`config.mk`:
```
export PLATFORM = sky130hd
export DESIGN_NAME = battleship_top
export DESIGN_NICKNAME = d
export VERILOG_FILES = /design/src/common/battleship_pkg.sv /design/src/player_input.sv /design/src/cursor_ctrl.sv /design/src/board/board_store.sv /design/src/render/board_render.sv /design/src/battleship_top.sv
export SDC_FILE = /design/constraint.sdc
export NUM_CORES = 1
export LEC_CHECK = 0
export ABC_AREA = 1
export BUFFER_PORTS_ARGS = -buffer_cell sky130_fd_sc_hd__buf_2
export CORE_ASPECT_RATIO = 0.9
export CORE_MARGIN = 2
export CORE_UTILIZATION = 50
export CTS_BUF_LIST = sky130_fd_sc_hd__clkbuf_2
export CTS_CLUSTER_SIZE = 14
export DETAILED_ROUTE_END_ITERATION = 10
export PLACE_DENSITY_LB_ADDON = 0.15
export SETUP_SLACK_MARGIN = 0.4
export SLEW_MARGIN = 10
export SYNTH_ARGS = -nofsm -noshare
export SYNTH_HDL_FRONTEND = slang
export SYNTH_SLANG_ARGS = --single-unit
```
`constraint.sdc`:
```
create_clock -name clk -period 7.5 [get_ports clk]
set_clock_uncertainty 0.05 [all_clocks]
set_input_delay 1.5 -clock clk [delete_from_list [all_inputs] [get_ports clk]]
set_output_delay 1.5 -clock clk [all_outputs]
set_load 0.01 [all_outputs]
```
`src/common/battleship_pkg.sv`:
```
package battleship_pkg;

    // ====================
    // grid and cell types
    // ====================
    localparam int GRID_SIZE = 9;

    typedef enum logic [1:0] {
        EMPTY = 2'd0,
        SHIP  = 2'd1,
        MISS  = 2'd2,
        HIT   = 2'd3
    } cell_state_t;

    typedef struct packed {
        logic [3:0] row;
        logic [3:0] col;
    } cell_addr_t;

    // cursor starts in the middle of the grid
    localparam cell_addr_t CURSOR_HOME = '{row: 4'd4, col: 4'd4};

    // ====================
    // player input
    // ====================
    typedef logic [9:0] joy_pos_t;

    // dead zone around the joystick centre
    localparam joy_pos_t JOY_LOW  = 10'd350;
    localparam joy_pos_t JOY_HIGH = 10'd650;

    // levels for the held directions, single-cycle pulses for the buttons
    typedef struct packed {
        logic left;
        logic right;
        logic up;
        logic down;
        logic place;
        logic fire;
    } player_cmd_t;

    // ====================
    // screen geometry
    // ====================
    typedef logic [9:0] pixel_pos_t;

    localparam pixel_pos_t BOARD_X    = 10'd80;
    localparam pixel_pos_t BOARD_Y    = 10'd40;
    localparam pixel_pos_t CELL_SIZE  = 10'd40;
    localparam pixel_pos_t BORDER_W   = 10'd2;
    localparam pixel_pos_t BOARD_SPAN = 10'(GRID_SIZE * 40);

    // ====================
    // colours
    // ====================
    typedef struct packed {
        logic [3:0] red;
        logic [3:0] green;
        logic [3:0] blue;
    } rgb_t;

    localparam rgb_t COLOR_BLACK      = 12'h000;
    localparam rgb_t COLOR_BACKGROUND = 12'h004;
    localparam rgb_t COLOR_CURSOR     = 12'hCC0;
    // fill is the cell interior, edge is its border
    localparam rgb_t COLOR_EMPTY_FILL = 12'h006;
    localparam rgb_t COLOR_EMPTY_EDGE = 12'h888;
    localparam rgb_t COLOR_SHIP_FILL  = 12'h0A0;
    localparam rgb_t COLOR_SHIP_EDGE  = 12'h666;
    localparam rgb_t COLOR_MISS_FILL  = 12'hCCC;
    localparam rgb_t COLOR_MISS_EDGE  = 12'h666;
    localparam rgb_t COLOR_HIT_FILL   = 12'hC00;
    localparam rgb_t COLOR_HIT_EDGE   = 12'hA33;

endpackage

```
`src/player_input.sv`:
```
`timescale 1ns/1ps

module player_input import battleship_pkg::*; (
    input  logic        clk,
    input  logic        reset,
    input  joy_pos_t    joy_x,
    input  joy_pos_t    joy_y,
    input  logic        joy_btn_c,
    input  logic        joy_btn_z,
    input  logic        btnr,
    input  logic        confirm_switch,
    input  logic        view_switch,
    output player_cmd_t cmd,
    output logic        blackout
);

    logic dir_left;
    logic dir_right;
    logic dir_up;
    logic dir_down;
    logic prev_btn_c;
    logic prev_btn_z;
    logic prev_btnr;
    logic prev_confirm;
    logic confirm_rise;
    logic saved_view;

    // ====================
    // joystick directions
    // ====================
    always_ff @(posedge clk) begin
        if (reset) begin
            dir_left  <= 1'b0;
            dir_right <= 1'b0;
            dir_up    <= 1'b0;
            dir_down  <= 1'b0;
        end else begin
            dir_left  <= (joy_x < JOY_LOW);
            dir_right <= (joy_x > JOY_HIGH);
            // small y means the stick is pushed up
            dir_up    <= (joy_y < JOY_LOW);
            dir_down  <= (joy_y > JOY_HIGH);
        end
    end

    // ====================
    // button edges
    // ====================
    always_ff @(posedge clk) begin
        if (reset) begin
            prev_btn_c   <= 1'b0;
            prev_btn_z   <= 1'b0;
            prev_btnr    <= 1'b0;
            prev_confirm <= 1'b0;
        end else begin
            prev_btn_c   <= joy_btn_c;
            prev_btn_z   <= joy_btn_z;
            prev_btnr    <= btnr;
            prev_confirm <= confirm_switch;
        end
    end

    assign confirm_rise = confirm_switch & ~prev_confirm;

    always_comb begin
        cmd.left  = dir_left;
        cmd.right = dir_right;
        cmd.up    = dir_up;
        cmd.down  = dir_down;
        // either the stick button or the board button places a ship
        cmd.place = (joy_btn_c & ~prev_btn_c) | (btnr & ~prev_btnr);
        cmd.fire  = joy_btn_z & ~prev_btn_z;
    end

    // ====================
    // turn handoff
    // ====================
    // screen stays dark until the next player flips the view switch
    always_ff @(posedge clk) begin
        if (reset) begin
            blackout   <= 1'b0;
            saved_view <= 1'b0;
        end else if (confirm_rise) begin
            blackout   <= 1'b1;
            saved_view <= view_switch;
        end else if (blackout && (view_switch != saved_view)) begin
            blackout <= 1'b0;
        end
    end

endmodule

```
`src/cursor_ctrl.sv`:
```
`timescale 1ns/1ps

module cursor_ctrl import battleship_pkg::*; #(
    parameter int MOVE_DIV_BITS = 24
) (
    input  logic        clk,
    input  logic        reset,
    input  player_cmd_t cmd,
    output cell_addr_t  cursor
);

    localparam logic [3:0] LAST_IDX = 4'(GRID_SIZE - 1);

    logic [MOVE_DIV_BITS-1:0] move_div;
    logic                     move_tick;

    // free-running divider, one tick per wrap
    always_ff @(posedge clk) begin
        if (reset) begin
            move_div <= '0;
        end else begin
            move_div <= move_div + 1'b1;
        end
    end

    assign move_tick = (move_div == '0);

    // ====================
    // clamped cursor
    // ====================
    always_ff @(posedge clk) begin
        if (reset) begin
            cursor <= CURSOR_HOME;
        end else if (move_tick) begin
            if (cmd.left && (cursor.col > 4'd0)) begin
                cursor.col <= cursor.col - 4'd1;
            end
            if (cmd.right && (cursor.col < LAST_IDX)) begin
                cursor.col <= cursor.col + 4'd1;
            end
            if (cmd.up && (cursor.row > 4'd0)) begin
                cursor.row <= cursor.row - 4'd1;
            end
            if (cmd.down && (cursor.row < LAST_IDX)) begin
                cursor.row <= cursor.row + 4'd1;
            end
        end
    end

endmodule

```
`src/board/board_store.sv`:
```
`timescale 1ns/1ps

module board_store import battleship_pkg::*; (
    input  logic        clk,
    input  logic        reset,
    input  player_cmd_t cmd,
    input  cell_addr_t  cursor,
    input  logic        view_switch,
    input  logic        fire_mode,
    input  cell_addr_t  view_addr,
    output cell_state_t view_state
);

    // board 0 belongs to player 1, board 1 to player 2
    cell_state_t grid [2][GRID_SIZE][GRID_SIZE];

    logic        wr_board;
    logic        wr_en;
    cell_state_t old_state;
    cell_state_t new_state;

    // ====================
    // write port
    // ====================
    always_comb begin
        // placing goes to the shown board, firing to the opponent
        wr_board  = fire_mode ? ~view_switch : view_switch;
        wr_en     = fire_mode ? cmd.fire : cmd.place;
        old_state = grid[wr_board][cursor.row][cursor.col];
        if (!fire_mode) begin
            new_state = SHIP;
        end else begin
            case (old_state)
                EMPTY:   new_state = MISS;
                SHIP:    new_state = HIT;
                // repeated shots leave the cell alone
                default: new_state = old_state;
            endcase
        end
    end

    always_ff @(posedge clk) begin
        if (reset) begin
            for (int b = 0; b < 2; b++) begin
                for (int r = 0; r < GRID_SIZE; r++) begin
                    for (int c = 0; c < GRID_SIZE; c++) begin
                        grid[b][r][c] <= EMPTY;
                    end
                end
            end
        end else if (wr_en) begin
            grid[wr_board][cursor.row][cursor.col] <= new_state;
        end
    end

    // ====================
    // display read port
    // ====================
    always_comb begin
        if ((view_addr.row < 4'(GRID_SIZE)) && (view_addr.col < 4'(GRID_SIZE))) begin
            view_state = grid[view_switch][view_addr.row][view_addr.col];
        end else begin
            view_state = EMPTY;
        end
    end

endmodule

```
`src/render/board_render.sv`:
```
`timescale 1ns/1ps

module board_render import battleship_pkg::*; (
    input  pixel_pos_t  pixel_x,
    input  pixel_pos_t  pixel_y,
    input  logic        video_on,
    input  logic        blackout,
    input  cell_addr_t  cursor,
    output cell_addr_t  view_addr,
    input  cell_state_t view_state,
    output rgb_t        pixel_rgb
);

    logic       in_board;
    pixel_pos_t rel_x;
    pixel_pos_t rel_y;
    pixel_pos_t cell_x;
    pixel_pos_t cell_y;
    pixel_pos_t local_x;
    pixel_pos_t local_y;
    logic       on_border;
    logic       on_cursor;

    // ====================
    // pixel to cell
    // ====================
    assign in_board = (pixel_x >= BOARD_X) && (pixel_x < BOARD_X + BOARD_SPAN) &&
                      (pixel_y >= BOARD_Y) && (pixel_y < BOARD_Y + BOARD_SPAN);

    // offsets from the board corner, only meaningful inside the board
    assign rel_x  = in_board ? (pixel_x - BOARD_X) : '0;
    assign rel_y  = in_board ? (pixel_y - BOARD_Y) : '0;
    assign cell_x = rel_x / CELL_SIZE;
    assign cell_y = rel_y / CELL_SIZE;

    // position inside the cell
    assign local_x = rel_x - cell_x * CELL_SIZE;
    assign local_y = rel_y - cell_y * CELL_SIZE;

    assign on_border = (local_x < BORDER_W) || (local_x >= CELL_SIZE - BORDER_W) ||
                       (local_y < BORDER_W) || (local_y >= CELL_SIZE - BORDER_W);

    assign view_addr.row = cell_y[3:0];
    assign view_addr.col = cell_x[3:0];

    assign on_cursor = in_board && (view_addr == cursor);

    // ====================
    // colour select
    // ====================
    always_comb begin
        if (blackout) begin
            // handoff hides the whole screen
            pixel_rgb = COLOR_BLACK;
        end else if (!video_on) begin
            pixel_rgb = COLOR_BLACK;
        end else if (!in_board) begin
            pixel_rgb = COLOR_BACKGROUND;
        end else if (on_cursor) begin
            // cursor covers border and interior alike
            pixel_rgb = COLOR_CURSOR;
        end else begin
            case (view_state)
                SHIP:    pixel_rgb = on_border ? COLOR_SHIP_EDGE : COLOR_SHIP_FILL;
                MISS:    pixel_rgb = on_border ? COLOR_MISS_EDGE : COLOR_MISS_FILL;
                HIT:     pixel_rgb = on_border ? COLOR_HIT_EDGE : COLOR_HIT_FILL;
                default: pixel_rgb = on_border ? COLOR_EMPTY_EDGE : COLOR_EMPTY_FILL;
            endcase
        end
    end

endmodule

```
`src/battleship_top.sv`:
```
`timescale 1ns/1ps

module battleship_top import battleship_pkg::*; #(
    parameter int MOVE_DIV_BITS = 24
) (
    input  logic       clk,
    input  logic       reset,
    input  logic       view_switch,
    input  logic       confirm_switch,
    input  logic       fire_mode,
    input  logic       btnr,
    input  joy_pos_t   joy_x,
    input  joy_pos_t   joy_y,
    input  logic       joy_btn_c,
    input  logic       joy_btn_z,
    input  logic       video_on,
    input  pixel_pos_t pixel_x,
    input  pixel_pos_t pixel_y,
    output rgb_t       pixel_rgb
);

    player_cmd_t cmd;
    logic        blackout;
    cell_addr_t  cursor;
    cell_addr_t  view_addr;
    cell_state_t view_state;

    // ====================
    // control path
    // ====================
    player_input player_input_inst (
        .clk            (clk),
        .reset          (reset),
        .joy_x          (joy_x),
        .joy_y          (joy_y),
        .joy_btn_c      (joy_btn_c),
        .joy_btn_z      (joy_btn_z),
        .btnr           (btnr),
        .confirm_switch (confirm_switch),
        .view_switch    (view_switch),
        .cmd            (cmd),
        .blackout       (blackout)
    );

    cursor_ctrl #(
        .MOVE_DIV_BITS (MOVE_DIV_BITS)
    ) cursor_ctrl_inst (
        .clk    (clk),
        .reset  (reset),
        .cmd    (cmd),
        .cursor (cursor)
    );

    // ====================
    // game state and display
    // ====================
    board_store board_store_inst (
        .clk         (clk),
        .reset       (reset),
        .cmd         (cmd),
        .cursor      (cursor),
        .view_switch (view_switch),
        .fire_mode   (fire_mode),
        .view_addr   (view_addr),
        .view_state  (view_state)
    );

    board_render board_render_inst (
        .pixel_x    (pixel_x),
        .pixel_y    (pixel_y),
        .video_on   (video_on),
        .blackout   (blackout),
        .cursor     (cursor),
        .view_addr  (view_addr),
        .view_state (view_state),
        .pixel_rgb  (pixel_rgb)
    );

endmodule

```
Yosys cells after proc, flatten, opt, wreduce, memory -nomap -nowiden
Memory sizes are Yosys's and may differ from the RTL's.
Index checks and enable logic that the tools add are counted.
W data, S select, Z words.
Word-level totals
  register bits: 42
  bits in writable memories: 324
  word-level logic and storage cells: 140
  memories: 1
Cells by class
  $add $sub $neg: 9
  multipliers: 2
  div/mod/pow operators: 2
  order comparisons: 24
  equal/unequal tests: 6
  multiplexer cells: 46
  bitwise gates (word level): 14
  reduce and logical (&&, ||, !) cells: 23
Memory list
  board_store_inst.grid: depth 2, width 162, read ports 2, clocked after Yosys merged registers in 0, wr ports 2, RTL line board_store.sv:15  | cell_state_t grid [2][GRID_SIZE][GRID_SIZE];
Operator list (number)
  $mux W162: 3
  $reduce_or A162 Y1: 1
  $bmux W18 S4: 2
  $mux W18: 5
  $demux W18 S4: 1
  $mux W12: 6
  $lt A10 B9 Y1 const B: 4
  $pmux W12 S3: 1
  $ge A10 B6 Y1 const B: 3
  $add A24 B1 Y24 const B: 1
  $logic_not A24 Y1: 1
  $mux W11: 2
  $div A10 B6 Y10 const B: 2
  $ge A5 B5 Y1 const B: 4
  $gt A10 B10 Y1 const B: 2
  $lt A10 B2 Y1 const B: 2
  $mul A10 B3 Y7 const B: 2
  $mux W10: 2
  $not A4 Y5: 4
  $sub A10 B10 Y10: 2
  $bmux W2 S4: 2
  $lt A4 B4 Y1 const B: 4
  $mux W4: 4
  $mux W2: 7
  22 further kinds: 59

Logic depth before layout (Yosys ltp)
  word-level depth: 20
  depth in mapped cells: 43
  depth with buffers taken out: 41

By module
A second synthesis with hierarchy kept.
Second synthesis, totals
  cells, all modules: 3229
  area total of the unflattened synthesis: 23640.2 um^2
By module, submodules not included
  board_store: times used 1, cells an instance 2456, area an instance 18871.8 um^2, seq. area each 9729.3 um^2
  board_render: times used 1, cells an instance 386, area an instance 2208.4 um^2, seq. area each 0.0 um^2
  cursor_ctrl: times used 1, cells an instance 284, area an instance 1935.6 um^2, seq. area each 640.6 um^2
  player_input: times used 1, cells an instance 103, area an instance 624.3 um^2, seq. area each 200.2 um^2

Worst setup path before layout
Ideal clock, no wire load.
  path type: input to output
  start: in pixel_x[4]
  end: out pixel_rgb[10] (netlist bit)
  arrival time: 6.221 ns
  slack: -0.271 ns
  stages: 38
  buffers on the path: 2
  path through: inv_1 ha_1 inv_1 nand2_1 nand3b_1 nor2_1 nor2_4 nand2_2 buf_6 a21oi_4 nand2_4 nand2_2 nand3_2 nand2_2 nand2_4 nand2_2 nand2_2 nand2_2 [2 not listed] nand2_2 nand3_2 nand3_4 buf_6 ha_1 ha_1 fa_1 inv_1 ha_1 xor2_1 or3_1 nor3_1 nand3_1 inv_1 nand2_1 nand3_1 nand2_1 a21oi_1
RTL lines
  start, declared: RTL line battleship_top.sv:17  | input pixel_pos_t pixel_x,
  end, declared: RTL line battleship_top.sv:19  | output rgb_t pixel_rgb

==> impl_metrics.ini <==
[placement]
hpwlAfterDp_um = 44600
portBuffers = 59
place_congestion = 0.937

[hold_path]
whs_path_depth = 1
hp-class = flip-flop to flip-flop
worstHoldEndpoint = cursor_ctrl_inst.move_div[23]
hold_start = cursor_ctrl_inst.move_div[23]

[power]
power-per-cell-area_mw_per_mm2 = 243
comb_power_share_pct = 30.8
netSwitchingFraction_pct = 37.8
p_int_mw = 3.77
irDropWorstVdd_mv = 0.155
clockPowerShare_pct = 22.2
power_switching_mw = 2.28
pwr-share-seq_pct = 47.1
finalPower_mw = 6.05
p_leak_nw = 10.6

[synth]
postSynthCellCount = 2700
synth_common_cells = nand2_1, nor2_1, edfxtp_1
synth.area.top_cells = edfxtp_1, nand2_1, nor2_1, nand3_1, o21ai_0
netlist.area_leader.share_pct = 44.5
synthAdderAreaFrac_pct = 2.50
synth_compound_area_share_pct = 12.1
yosys_warnings = 0
synth.avg_cell_area_um2 = 8.09
synth_top_family_by_area = simple AND/OR/NAND/NOR gates
dominantRegCellSynth = edfxtp_1
synth-xor-area-share_pct = 1.04
synth_top_area_cell = edfxtp_1
synth-simple-area-share_pct = 26.2
synth_mux_area_share_pct = 2.20
ys_seq_elements = 366
syn-num-nets = 2789
synthDistinctLibCells = 65
ys_seq_area_share_pct = 48.4
synth_edf_count = 324
yosysMostFrequentCell = nand2_1
syn_area_mm2 = 0.0218
async_flop_share_pct = 0

[detailed_routing]
wl_per_cell_um = 21.0
vias = 20500
dr.pass1.iters = 6
drt_iter0_markers = 2406
routed_via_density = 5.88
ant_nets = 0
routed_wl_um = 73300
drc_errors = 0

[critical_path]
crit_path_max_fanout = 5
regToRegSetupSlack_ns = 1.42
critPathKind = input port to output port
worstRegToRegCells = 19
start_kind = input port
max_stage_delay_ns = 0.54
arrival_ns = 6.16
r2r_end = board_store_inst.grid[1][134]
r2r_start = cursor_ctrl_inst.cursor[7]
crit_cells = 35
critical_path_buf_inv_count = 10
crit_required_ns = 5.95
crit_path_frequent_cell = ha_4
slowest_stage = fa_1
cp_top_family = simple AND/OR/NAND/NOR gates
endpoint_kind = output port

[global_routing]
grt.total_usage_pct = 32.3
grt_max_degree = 127
grt_pass1_wl_um = 112000
grt_pass1_vias = 20100
overflow = 0
antenna_found_initial = 3

[cts]
clk_pin_slew_ns = 0.09
cts_tree = yes
htreeDepth = 3
clk_path_buf_depth = 3
clockRootBuffer = clkbuf_2
clock_latency_ns = 1.18
cts_num_sinks = 366
cts_buffers = 94

[sta]
fmax_mhz = 130
setup_viol = 11
finalWorstSetupSlack_ns = -0.209
rsz0062_at_grt = yes
hold_viol_final = 0
slew-limit-headroom_pct = 29.0
final.min_clock_period_ns = 7.71
finalMaxSlewViolations = 0
timing.final.crit_share_pct = 103
worstMarginPinSlew_ns = 1.07
hold_ws_ns = 0.406

[floorplan]
initial_core_util_pct = 50.7
core_area_mm2 = 0.0431
pin_count = 61
die_y_um = 202
rows = 72
dieArea_mm2 = 0.0454
die_w_um = 224

[layout]
fin_nets = 2947
drive_above_1_share_pct = 17.5
n_fill_cell = 3941
area_growth_pct = 13.9

[run_status]
outcome = finished, violations left
violations = setup timing

[job]
drv_cap = 0
## state kept, by name, indices dropped and copies added, names as in the netlist
signal,cells
player_input_inst.dir_left,1
player_input_inst.prev_btnr,1
player_input_inst.saved_view,1
player_input_inst.prev_btn_z,1
cursor_ctrl_inst.move_div,24
player_input_inst.blackout,1
player_input_inst.dir_down,1
player_input_inst.dir_up,1
cursor_ctrl_inst.cursor,8
board_store_inst.grid,324
player_input_inst.prev_btn_c,1
player_input_inst.dir_right,1
player_input_inst.prev_confirm,1
## final cells by class
type | count | area (um^2) | area share [%]
diodes | 6 | 15.0 | 0.0603
clock buffers | 137 | 686 | 2.75
clock inverters | 26 | 104 | 0.417
inverters | 269 | 1040 | 4.18
multi-input cells | 1915 | 10200 | 40.9
flip-flops and latches | 366 | 10600 | 42.5
well taps | 555 | 694 | 2.79
repair buffers | 212 | 1600 | 6.43
## worst register-to-register path: stages, from the launching register on
cell and delay (ns):
dfxtp_1 0.51, nor2_1 0.68, buf_4 0.30, inv_1 0.12
nor2_1 0.25, clkinv_1 0.71, nor2_1 0.66, a31oi_1 0.08
o311ai_0 0.13, nor3_1 0.08, nor4b_1 0.15, nand3_1 0.14
buf_4 0.25, inv_2 0.06, nand2_1 0.05, nand2_1 0.28
inv_2 0.52, buf_4 0.45, o21ai_0 0.17, inv_1 0.13
## stage by stage
stage / util, % / cell area (um^2) / TNS [ns] / std cells / setup WS (ns)
after floorplan: - / 22000 / -0.162 / 2700 / -0.0771
after global placement: 54.5 / 23500 / -2.03 / 3297 / -0.284
after detailed placement: 54.5 / 23500 / -3.19 / 3297 / -0.378
after CTS: 57.0 / 24500 / -0.818 / 3470 / -0.112
after global routing: 57.8 / 24900 / -4.44 / 3486 / -0.446
final: 57.8 / 24900 / -1.61 / 3486 / -0.209
## power by group through the flow
stage	Combinational [mW]	Sequential, mW	Clock [mW]
after floorplan	1.12	2.85	0
after global placement	1.71	2.88	0
after detailed placement	1.74	2.89	0
after CTS	1.78	2.85	1.35
after global routing	2.01	2.88	1.45
final	1.86	2.85	1.34
## layout by cell type (no fill, tap or decap), types with 12 or more instances in the layout
cell	instances
clkbuf_2	137
nand2_2	19
nand3_1	207
a21oi_2	12
nand2_4	21
o21a_1	32
buf_2	56
xor2_1	15
inv_1	230
o21ai_0	189
inv_2	22
ha_1	24
mux2i_1	48
nand2_1	588
buf_4	138
nand3_2	16
dfxtp_1	42
nor3_1	29
clkinv_1	32
nand4_1	24
o211ai_1	75
nor2_1	419
a21oi_1	55
edfxtp_1	324
## cells by family (layout without fill, tap and decap cells)
kind of cell	count (synthesis)	after routing
AND/OR/NAND/NOR	1369	1369
other	1	7
multiplexers	48	48
buffers and inverters	419	644
AO/OA/AOI/OAI	431	431
XOR/XNOR	26	26
flip-flops	366	366
adder cells (fa/ha/maj)	40	40
## worst max-delay path by stage
| stage | slack (ns) | from | endpoint |
|---|---|---|---|
| 2_1_floorplan | -0.08 | pixel_x[5] | pixel_rgb[10] |
| 3_3_place_gp | -0.28 | pixel_x[5] | pixel_rgb[10] |
| 3_5_place_dp | -0.38 | pixel_x[5] | pixel_rgb[10] |
| 4_1_cts | -0.11 | pixel_x[5] | pixel_rgb[11] |
| 5_1_grt | -0.45 | pixel_x[5] | pixel_rgb[10] |
| 6_report | -0.21 | pixel_x[5] | pixel_rgb[10] |
## metal layers
metal / up-vias / routed length (um) / track usage, %
met5: - / 0 / 0
met4: 0 / 3190 / 15.9
met3: 232 / 8090 / 7.70
met2: 1145 / 32700 / 50.1
met1: 9624 / 29400 / 42.6
li1: 9486 / - / -
## what timing repair did
item,CTS,global route
setup buffers,10,10
endpoints found under the setup margin,11,11
resized for setup,55,62
hold buffers,0,0
pin swaps,42,40
No activity file was read; power rests on OpenSTA's default activity.
